--- src/rtl/reg_access_pkg.sv ---
/*
 * Register access stage definitions
 * Operand, size and stack encodings plus the micro-op structs exchanged
 * with decode and address generation
 */
package reg_access_pkg;

    localparam int GPR_COUNT = 8;
    localparam int SEG_COUNT = 6;
    localparam logic [2:0] ESP_NUM = 3'd4;

    // Up to three writes in flight per register
    localparam int SCORE_W = 2;

    typedef enum logic [1:0] {
        SZ_BYTE  = 2'd0,
        SZ_WORD  = 2'd1,
        SZ_DWORD = 2'd2
    } reg_size_e;

    // OPK_MODRM_RM keeps the value 4 used by the decoder
    typedef enum logic [2:0] {
        OPK_NONE     = 3'd0,
        OPK_REG      = 3'd1,
        OPK_IMM      = 3'd2,
        OPK_MEM      = 3'd3,
        OPK_MODRM_RM = 3'd4
    } opnd_kind_e;

    typedef enum logic [1:0] {
        STK_NONE = 2'd0,
        STK_PUSH = 2'd1,
        STK_POP  = 2'd2
    } stack_op_e;

    typedef enum logic [2:0] {
        ES = 3'd0,
        CS = 3'd1,
        SS = 3'd2,
        DS = 3'd3,
        FS = 3'd4,
        GS = 3'd5
    } seg_e;

    // Decoded micro-op as delivered by decode
    typedef struct packed {
        reg_size_e   size;
        opnd_kind_e  op0_kind;
        opnd_kind_e  op1_kind;
        logic [2:0]  op0_reg;
        logic [2:0]  op1_reg;
        logic [2:0]  dest_reg;
        logic        dest_valid;
        logic [7:0]  modrm;
        logic [31:0] imm;
        logic [31:0] disp;
        logic [3:0]  alu_op;
        stack_op_e   stack_op;
        seg_e        seg_override;
        logic        seg_override_valid;
        logic [31:0] pc;
        logic [15:0] opcode;
    } dec_uop_t;

    // Micro-op with resolved registers and their values
    typedef struct packed {
        dec_uop_t    uop;
        logic [31:0] op0_value;
        logic [31:0] op1_value;
        logic [15:0] seg_value;
        logic [31:0] stack_address;
    } ra_uop_t;

endpackage

--- src/rtl/gpr_file.sv ---
/*
 * General purpose register file
 * Eight 32-bit registers, size-masked writeback, ESP commit port and
 * two read ports that see same-cycle writes
 */
`timescale 1ns/1ns

module gpr_file (
    input  logic                      clk,
    input  logic                      rst_n,
    input  logic                      wb_reg_en,
    input  logic [2:0]                wb_reg_number,
    input  reg_access_pkg::reg_size_e wb_reg_size,
    input  logic [31:0]               wb_reg_data,
    input  logic                      esp_commit_en,
    input  logic [31:0]               esp_commit_value,
    input  logic [2:0]                rd0_num,
    input  logic [2:0]                rd1_num,
    output logic [31:0]               rd0_value,
    output logic [31:0]               rd1_value,
    output logic [31:0]               esp_value
);
    import reg_access_pkg::*;

    logic [31:0] gpr_q [GPR_COUNT];
    logic [31:0] gpr_d [GPR_COUNT];

    // Replace only the low bits covered by the write size
    function automatic logic [31:0] merge_write(
        input logic [31:0] old_value,
        input logic [31:0] data,
        input reg_size_e   size
    );
        logic [31:0] result;
        case (size)
            SZ_BYTE: result = {old_value[31:8], data[7:0]};
            SZ_WORD: result = {old_value[31:16], data[15:0]};
            default: result = data;
        endcase
        return result;
    endfunction

    always_comb begin
        gpr_d = gpr_q;
        if (wb_reg_en) begin
            gpr_d[wb_reg_number] = merge_write(gpr_q[wb_reg_number], wb_reg_data, wb_reg_size);
        end
        // Stack commit wins over a register write to ESP
        if (esp_commit_en) begin
            gpr_d[ESP_NUM] = esp_commit_value;
        end
    end

    always_ff @(posedge clk) begin
        if (!rst_n) begin
            for (int i = 0; i < GPR_COUNT; i++) begin
                gpr_q[i] <= '0;
            end
        end else begin
            gpr_q <= gpr_d;
        end
    end

    // Reads bypass the writes of this cycle
    assign rd0_value = gpr_d[rd0_num];
    assign rd1_value = gpr_d[rd1_num];

    // Stored ESP without bypass feeds the commit adder
    assign esp_value = gpr_q[ESP_NUM];

endmodule

--- src/rtl/seg_file.sv ---
/*
 * Segment register file
 * Six 16-bit segment registers with writeback and direct CS write
 */
`timescale 1ns/1ns

module seg_file (
    input  logic                 clk,
    input  logic                 rst_n,
    input  logic                 wb_seg_en,
    input  reg_access_pkg::seg_e wb_seg_number,
    input  logic [15:0]          wb_seg_data,
    input  logic                 write_cs_enable,
    input  logic [15:0]          write_cs,
    input  reg_access_pkg::seg_e rd_seg,
    output logic [15:0]          seg_value,
    output logic [15:0]          ss_value
);
    import reg_access_pkg::*;

    logic [15:0] seg_q [SEG_COUNT];
    logic [15:0] seg_d [SEG_COUNT];

    always_comb begin
        seg_d = seg_q;
        if (wb_seg_en && (int'(wb_seg_number) < SEG_COUNT)) begin
            seg_d[wb_seg_number] = wb_seg_data;
        end
        // Direct CS write has the last word
        if (write_cs_enable) begin
            seg_d[CS] = write_cs;
        end
    end

    always_ff @(posedge clk) begin
        if (!rst_n) begin
            for (int i = 0; i < SEG_COUNT; i++) begin
                seg_q[i] <= '0;
            end
        end else begin
            seg_q <= seg_d;
        end
    end

    // Unused encodings read as zero
    assign seg_value = (int'(rd_seg) < SEG_COUNT) ? seg_d[rd_seg] : 16'd0;
    assign ss_value  = seg_d[SS];

endmodule

--- src/rtl/reg_scoreboard.sv ---
/*
 * Register scoreboard
 * Counts writes still in flight per register and stalls a micro-op
 * that reads one of them or needs ESP for a stack access
 */
`timescale 1ns/1ns

module reg_scoreboard (
    input  logic                     clk,
    input  logic                     rst_n,
    input  logic                     flush,
    input  logic                     accept,
    input  reg_access_pkg::dec_uop_t uop,
    input  logic [2:0]               src0_num,
    input  logic [2:0]               src1_num,
    input  logic                     wb_reg_en,
    input  logic [2:0]               wb_reg_number,
    output logic                     stall
);
    import reg_access_pkg::*;

    logic [SCORE_W-1:0] pending_q [GPR_COUNT];
    logic [GPR_COUNT-1:0] inc;
    logic [GPR_COUNT-1:0] dec;
    logic src0_busy;
    logic src1_busy;
    logic stack_busy;

    function automatic logic is_reg_kind(input opnd_kind_e kind);
        return (kind == OPK_REG) || (kind == OPK_MODRM_RM);
    endfunction

    always_comb begin
        for (int i = 0; i < GPR_COUNT; i++) begin
            inc[i] = accept && uop.dest_valid && (uop.dest_reg == 3'(i));
            dec[i] = wb_reg_en && (wb_reg_number == 3'(i));
        end
    end

    // Accept and writeback of one register in one cycle cancel out
    always_ff @(posedge clk) begin
        if (!rst_n || flush) begin
            for (int i = 0; i < GPR_COUNT; i++) begin
                pending_q[i] <= '0;
            end
        end else begin
            for (int i = 0; i < GPR_COUNT; i++) begin
                pending_q[i] <= pending_q[i] + SCORE_W'(inc[i]) - SCORE_W'(dec[i]);
            end
        end
    end

    assign src0_busy  = is_reg_kind(uop.op0_kind) && (pending_q[src0_num] != '0);
    assign src1_busy  = is_reg_kind(uop.op1_kind) && (pending_q[src1_num] != '0);

    // Stack ops need a settled ESP
    assign stack_busy = (uop.stack_op != STK_NONE) && (pending_q[ESP_NUM] != '0);

    assign stall = src0_busy | src1_busy | stack_busy;

endmodule

--- src/rtl/stack_tracker.sv ---
/*
 * Stack tracker
 * Speculative ESP for pushes and pops, stack linear address, and the
 * committed ESP update for the register file
 */
`timescale 1ns/1ns

module stack_tracker (
    input  logic                      clk,
    input  logic                      rst_n,
    input  logic                      flush,
    input  logic                      accept,
    input  reg_access_pkg::stack_op_e stack_op,
    input  reg_access_pkg::reg_size_e size,
    input  logic [15:0]               ss_value,
    input  logic                      wb_reg_en,
    input  logic [2:0]                wb_reg_number,
    input  logic                      wb_stack,
    input  logic [31:0]               wb_reg_data,
    input  logic [31:0]               committed_esp,
    input  logic                      wb_stack_en,
    input  reg_access_pkg::stack_op_e wb_stack_op,
    input  reg_access_pkg::reg_size_e wb_stack_size,
    output logic [31:0]               stack_address,
    output logic [31:0]               esp_commit_value
);
    import reg_access_pkg::*;

    logic [31:0] local_esp;
    logic [31:0] stack_base;
    logic [31:0] push_esp;
    logic [31:0] pop_esp;
    logic        esp_reload;

    // Word ops move the pointer by 2, everything else by 4
    function automatic logic [31:0] stack_step(input reg_size_e sz);
        return (sz == SZ_WORD) ? 32'd2 : 32'd4;
    endfunction

    assign push_esp   = local_esp - stack_step(size);
    assign pop_esp    = local_esp + stack_step(size);
    assign stack_base = {12'd0, ss_value, 4'd0};

    always_comb begin
        case (stack_op)
            STK_PUSH: stack_address = stack_base + push_esp;
            STK_POP:  stack_address = stack_base + local_esp;
            default:  stack_address = 32'd0;
        endcase
    end

    // Non-stack write to ESP from writeback
    assign esp_reload = wb_reg_en && (wb_reg_number == ESP_NUM) && !wb_stack;

    always_ff @(posedge clk) begin
        if (!rst_n) begin
            local_esp <= '0;
        end else if (flush) begin
            local_esp <= committed_esp;
        end else if (esp_reload) begin
            local_esp <= wb_reg_data;
        end else if (accept && (stack_op == STK_PUSH)) begin
            local_esp <= push_esp;
        end else if (accept && (stack_op == STK_POP)) begin
            local_esp <= pop_esp;
        end
    end

    // Only meaningful while wb_stack_en is high
    always_comb begin
        esp_commit_value = committed_esp;
        if (wb_stack_en && (wb_stack_op == STK_PUSH)) begin
            esp_commit_value = committed_esp - stack_step(wb_stack_size);
        end else if (wb_stack_en && (wb_stack_op == STK_POP)) begin
            esp_commit_value = committed_esp + stack_step(wb_stack_size);
        end
    end

endmodule

--- src/rtl/reg_access_top.sv ---
/*
 * Register access stage
 * Resolves operand registers, reads the register files, forms stack
 * addresses and registers the micro-op under valid/ready
 */
`timescale 1ns/1ns

module reg_access_top (
    input  logic                      clk,
    input  logic                      rst_n,
    input  logic                      flush,
    input  logic [15:0]               write_cs,
    input  logic                      write_cs_enable,
    input  logic                      d_valid,
    output logic                      d_ready,
    input  reg_access_pkg::dec_uop_t  d_uop,
    output logic                      r_valid,
    input  logic                      r_ready,
    output reg_access_pkg::ra_uop_t   r_uop,
    input  logic                      wb_reg_en,
    input  logic [2:0]                wb_reg_number,
    input  reg_access_pkg::reg_size_e wb_reg_size,
    input  logic [31:0]               wb_reg_data,
    input  logic                      wb_stack,
    input  logic                      wb_seg_en,
    input  reg_access_pkg::seg_e      wb_seg_number,
    input  logic [15:0]               wb_seg_data,
    input  logic                      wb_stack_en,
    input  reg_access_pkg::stack_op_e wb_stack_op,
    input  reg_access_pkg::reg_size_e wb_stack_size
);
    import reg_access_pkg::*;

    logic [2:0]  src0_num;
    logic [2:0]  src1_num;
    seg_e        seg_sel;
    logic        accept;
    logic        stall;
    logic [31:0] op0_value;
    logic [31:0] op1_value;
    logic [15:0] seg_value;
    logic [15:0] ss_value;
    logic [31:0] committed_esp;
    logic [31:0] esp_commit_value;
    logic [31:0] stack_address;
    ra_uop_t     next_uop;

    // modrm r/m field for OPK_MODRM_RM, decoder reg field otherwise
    assign src0_num = (d_uop.op0_kind == OPK_MODRM_RM) ? d_uop.modrm[2:0] : d_uop.op0_reg;
    assign src1_num = (d_uop.op1_kind == OPK_MODRM_RM) ? d_uop.modrm[2:0] : d_uop.op1_reg;

    assign seg_sel = d_uop.seg_override_valid ? d_uop.seg_override : DS;

    // Output slot free or draining, no hazard, no flush
    assign d_ready = (!r_valid || r_ready) && !stall && !flush;
    assign accept  = d_valid && d_ready;

    gpr_file u_gpr_file (
        .clk              (clk),
        .rst_n            (rst_n),
        .wb_reg_en        (wb_reg_en),
        .wb_reg_number    (wb_reg_number),
        .wb_reg_size      (wb_reg_size),
        .wb_reg_data      (wb_reg_data),
        .esp_commit_en    (wb_stack_en),
        .esp_commit_value (esp_commit_value),
        .rd0_num          (src0_num),
        .rd1_num          (src1_num),
        .rd0_value        (op0_value),
        .rd1_value        (op1_value),
        .esp_value        (committed_esp)
    );

    seg_file u_seg_file (
        .clk             (clk),
        .rst_n           (rst_n),
        .wb_seg_en       (wb_seg_en),
        .wb_seg_number   (wb_seg_number),
        .wb_seg_data     (wb_seg_data),
        .write_cs_enable (write_cs_enable),
        .write_cs        (write_cs),
        .rd_seg          (seg_sel),
        .seg_value       (seg_value),
        .ss_value        (ss_value)
    );

    reg_scoreboard u_reg_scoreboard (
        .clk           (clk),
        .rst_n         (rst_n),
        .flush         (flush),
        .accept        (accept),
        .uop           (d_uop),
        .src0_num      (src0_num),
        .src1_num      (src1_num),
        .wb_reg_en     (wb_reg_en),
        .wb_reg_number (wb_reg_number),
        .stall         (stall)
    );

    stack_tracker u_stack_tracker (
        .clk              (clk),
        .rst_n            (rst_n),
        .flush            (flush),
        .accept           (accept),
        .stack_op         (d_uop.stack_op),
        .size             (d_uop.size),
        .ss_value         (ss_value),
        .wb_reg_en        (wb_reg_en),
        .wb_reg_number    (wb_reg_number),
        .wb_stack         (wb_stack),
        .wb_reg_data      (wb_reg_data),
        .committed_esp    (committed_esp),
        .wb_stack_en      (wb_stack_en),
        .wb_stack_op      (wb_stack_op),
        .wb_stack_size    (wb_stack_size),
        .stack_address    (stack_address),
        .esp_commit_value (esp_commit_value)
    );

    always_comb begin
        next_uop               = '0;
        next_uop.uop           = d_uop;
        next_uop.uop.op0_reg   = src0_num;
        next_uop.uop.op1_reg   = src1_num;
        next_uop.op0_value     = op0_value;
        next_uop.op1_value     = op1_value;
        next_uop.seg_value     = seg_value;
        next_uop.stack_address = stack_address;
    end

    always_ff @(posedge clk) begin
        if (!rst_n) begin
            r_valid <= 1'b0;
        end else if (flush) begin
            r_valid <= 1'b0;
        end else if (accept) begin
            r_valid <= 1'b1;
        end else if (r_ready) begin
            r_valid <= 1'b0;
        end
    end

    // Payload only moves on accept, so it holds under back-pressure
    always_ff @(posedge clk) begin
        if (accept) begin
            r_uop <= next_uop;
        end
    end

endmodule

--- config.mk ---
export PLATFORM = sky130hd
export DESIGN_NAME = reg_access_top
export DESIGN_NICKNAME = d
export VERILOG_FILES = /design/src/rtl/reg_access_pkg.sv /design/src/rtl/gpr_file.sv /design/src/rtl/seg_file.sv /design/src/rtl/reg_scoreboard.sv /design/src/rtl/stack_tracker.sv /design/src/rtl/reg_access_top.sv
export SDC_FILE = /design/constraint.sdc
export NUM_CORES = 2
export LEC_CHECK = 0
export BUFFER_PORTS_ARGS = -buffer_cell sky130_fd_sc_hd__buf_2
export CELL_PAD_IN_SITES_DETAIL_PLACEMENT = 0
export CELL_PAD_IN_SITES_GLOBAL_PLACEMENT = 1
export CORE_ASPECT_RATIO = 0.75
export CORE_MARGIN = 3
export CORE_UTILIZATION = 48
export CTS_BUF_LIST = sky130_fd_sc_hd__clkbuf_8 sky130_fd_sc_hd__clkbuf_16
export CTS_CLUSTER_SIZE = 8
export DETAILED_ROUTE_END_ITERATION = 7
export PLACE_DENSITY_LB_ADDON = 0.1
export SETUP_SLACK_MARGIN = 0.02
export SYNTH_ARGS = -nofsm -noshare
export SYNTH_HDL_FRONTEND = slang
export SYNTH_SLANG_ARGS = --single-unit
--- constraint.sdc ---
create_clock -name clk -period 17.4 [get_ports clk]
set_clock_uncertainty 0.05 [all_clocks]
set_input_delay 2.61 -clock clk [delete_from_list [all_inputs] [get_ports clk]]
set_output_delay 2.61 -clock clk [all_outputs]
set_load 0.05 [all_outputs]
==> results.py <==
metrics = {
    "outcome": {
        "outcome": "complete, no violations",
    },
    "placement": {
        "detailed_place_hpwl_mm": 80.9,
        "io_buffers": 495,
        "gpl.final_weighted_congestion": 0.893,
    },
    "floorplanning": {
        "die_x_um": 317,
        "y_dimension_of_the_die_um": 239,
        "placeableCoreArea_um2": 70800,
        "fp-row-count": 84,
        "initial_utilization": 0.490,
        "io-pin-count": 496,
        "design.die.area_um2": 75700,
    },
    "global_route": {
        "via_count_of_the_first_global_routing_pass": 28800,
        "grt_antenna_before_repair": 5,
        "global_route_wire_length_before_repair_mm": 180,
        "grt_max_degree": 148,
        "grt.overflow.total": 0,
        "globalRouteTotalUtil": 0.311,
    },
    "detailed_routing": {
        "post_route_met1_wirelength_mm": 55.0,
        "drc_errors": 0,
        "via_per_inst": 5.94,
        "vias": 31000,
        "wl_mm": 121,
        "dr_wl_met3_mm": 10.3,
        "detailedRoute.firstPassIterationCount": 6,
        "route.top_layer_used": "met5",
        "antenna_left": 0,
        "met2_length_mm": 52.7,
        "routed_wire_length_per_instance_um": 23.2,
        "drtIter0Drc": 3424,
    },
    "clocking": {
        "cts_hold_buffers": 0,
        "insertion_delay_ps": 650,
        "cts.repair.resized": 0,
        "cts-buffers-inserted": 92,
        "clock_tree.root_cell": "clkbuf_16",
        "clock_path_buffers": 3,
        "h-tree-depth": 3,
        "cts.sinks": 661,
        "clk_pin_slew_worst_paths_ps": 50,
        "cts_tree": "done",
        "buffer_count_from_post_cts_setup_fixing": 0,
    },
    "critical_path": {
        "cell_repeated_most_along_the_worst_path": "buf_2",
        "worst_setup_path_startpoint": "d_uop[140]",
        "critPathArrivalTime_ps": 5610,
        "crit-reg2reg-launch": "u_stack_tracker.local_esp[2]$_SDFFE_PN0P_",
        "cp_slowest_stage_delay_ps": 600,
        "critical_path.max_fanout": 36,
        "timing_worst_setup_path_type": "in -> out",
        "timing.critical_path.from_type": "primary input",
        "timing.reg2reg.worst_path_depth": 17,
        "crit-reg2reg-capture": "r_uop[30]$_DFFE_PP_",
        "r2r_slack_ps": 12420,
        "endpoint_kind": "primary output",
        "slowest_stage": "or3b_1",
        "critical_path.cell_chain": "buf_2 > or3b_1 > mux2i_4 > buf_4 > inv_2 > o311ai_0 > a21o_1 > nand2_1 > nor2_1 > buf_2",
        "timing.critical_path.required_ps": 14740,
        "worst_setup_path_endpoint": "d_ready",
    },
    "synthesis": {
        "synth_cell_type_count": 96,
        "async_flop_share": 0,
        "syn_area_per_cell_um2": 9.01,
        "synth_seq_area_share": 0.456,
        "synth_warnings": 0,
        "synth_flop_cell": "dfxtp_1",
        "synth_seq_cells": 661,
        "synthesized_nets": 4137,
        "post_synthesis_cell_area_um2": 34700,
        "count_of_flip_flops_with_a_built_in_enable_after_synthesis": 260,
        "synth_cells": 3857,
    },
    "layout": {
        "area_overhead_vs_synth_pct": 16.3,
        "nets_finish": 4489,
        "final_common_cell": "nand2_1",
        "drive_gt1_frac": 0.183,
        "commonest_non_fill_non_tap_cells_in_the_layout": "nand2_1, nor2_1, buf_2",
    },
    "power_and_ir_drop": {
        "areal_power_density_over_the_cells_nw_per_um2": 101,
        "worst_ir_drop_vdd_mv": 0.0682,
        "design_power_total_w": 0.00407,
        "leakagePower_nw": 16.7,
    },
    "sta": {
        "setup_viol_count_final": 0,
        "worst-slew-pin-transition_ps": 1170,
        "min_period_over_period": 0.475,
        "fmax_ghz": 0.121,
        "slew_violations": 0,
        "relSlewSlack": 0.222,
        "finalWorstPathRequiredPeriod_ps": 8270,
        "totalNegativeSetupSlack_ps": 0,
        "finalHoldViolations": 0,
        "rsz0062_at_grt": "no",
    },
    "run": {
        "drv_cap": 0,
    },
    "worst_hold_path": {
        "hold_path_class": "reg -> reg",
    },
}
==> critical path: cells and delay by family <==
| family | cells | cell delay, ps |
|---|---|---|
| buf+inv | 4 | 1450 |
| simple gates | 3 | 830 |
| mux | 1 | 230 |
| compound gates | 2 | 470 |
==> sequential cells by signal, indices dropped and copies added (netlist names) <==
name	cells
u_gpr_file.gpr_q	224
u_seg_file.seg_q	96
u_gpr_file.esp_value	32
r_valid	1
r_uop	260
u_stack_tracker.local_esp	32
u_reg_scoreboard.pending_q	16
==> where the power goes <==
| group | internal (W) | leakage, nW | switching (W) |
|---|---|---|---|
| clock | 0.000960 | 1.47 | 0.000681 |
| sequential | 0.00169 | 5.70 | 0.0000424 |
| combinational | 0.000196 | 9.50 | 0.000504 |
| total | 0.00284 | 16.7 | 0.00123 |
==> layer usage <==
metal | GRT usage | up-vias
met4 | 0.0890 | 4
met1 | 0.464 | 14900
li1 | - | 14500
met5 | 0 | -
met3 | 0.0530 | 177
met2 | 0.462 | 1383
==> cells in the mapped netlist, types with 6 or more instances <==
master	count	area, um2
edfxtp_1	260	7810
inv_2	7	26.3
clkbuf_1	241	905
a221oi_1	13	114
nand3_1	140	701
a211oi_1	74	556
o2111ai_1	25	219
o22ai_1	36	225
o211ai_1	31	233
ha_1	42	526
or2_2	15	93.8
nor2b_1	17	106
nand2b_1	12	75.1
o21bai_1	6	45.0
o21ai_0	156	781
a22oi_1	15	113
dfxtp_1	401	8030
and4_1	6	52.6
mux2i_1	309	3090
mux4_2	50	1130
a31oi_1	66	413
xnor2_1	27	236
or3_1	23	144
nor4_1	15	93.8
xor2_1	37	324
a211o_1	13	114
mux2_2	7	78.8
a21oi_1	169	846
and2_1	56	350
o31ai_1	6	45.0
nand3b_1	8	60.1
a2111oi_0	6	52.6
nor3_1	79	395
nand4_1	24	150
and3_1	32	200
a311oi_1	43	377
o21ai_1	18	90.1
a21o_1	9	67.6
nand2_1	602	2260
buf_1	37	139
inv_1	58	218
nor2_1	525	1970
buf_2	13	65.1
o21a_1	13	97.6
nor3b_1	15	113
==> worst min path at each step <==
stage                                             to  slack, ps                             start  cells past startpoint
floorplan           u_gpr_file.gpr_q[199]$_SDFF_PN0_        400  u_gpr_file.gpr_q[199]$_SDFF_PN0_                      2
global placement     u_gpr_file.gpr_q[39]$_SDFF_PN0_        410   u_gpr_file.gpr_q[39]$_SDFF_PN0_                      2
detailed placement   u_gpr_file.gpr_q[32]$_SDFF_PN0_        410   u_gpr_file.gpr_q[32]$_SDFF_PN0_                      2
CTS                  u_gpr_file.gpr_q[39]$_SDFF_PN0_        420   u_gpr_file.gpr_q[39]$_SDFF_PN0_                      2
global route        u_gpr_file.gpr_q[226]$_SDFF_PN0_        440  u_gpr_file.gpr_q[226]$_SDFF_PN0_                      2
finish               u_gpr_file.gpr_q[39]$_SDFF_PN0_        420   u_gpr_file.gpr_q[39]$_SDFF_PN0_                      2
==> metrics by stage <==
step	hold slack (ps)	instance area [um2]	util	std cells	setup WS (ps)
final	420	40400	0.570	5214	9130
after global routing	439	40400	0.570	5214	8950
after CTS	421	40400	0.570	5212	9190
after detailed placement	413	37800	0.533	5061	9200
after global placement	410	37800	0.533	5061	9210
after floorplan	395	34700	-	3857	6520
==> cell type report <==
cell class                 count  area (um2)
antenna                        2        5.00
clock buffer                  94        2350
clock inverter                57         254
fill                        6478       30400
inverter                      70         279
multi-input combinational   2832       17600
sequential                   661       15800
tap                          946        1180
timing repair buffer         552        2910
==> kinds of logic (layout without fill, tap and decap cells) <==
kind of cell	count (synthesis)	after routing	synth area share
AO/OA/AOI/OAI	749	749	0.139
XOR/XNOR	64	64	0.0161
adder cells (fa/ha/maj)	46	46	0.0174
buffers and inverters	364	773	0.0403
flip-flops	661	661	0.456
multiplexers	369	369	0.125
other	0	2	0
AND/OR/NAND/NOR	1604	1604	0.206
(Power assumes the default switching activity.)
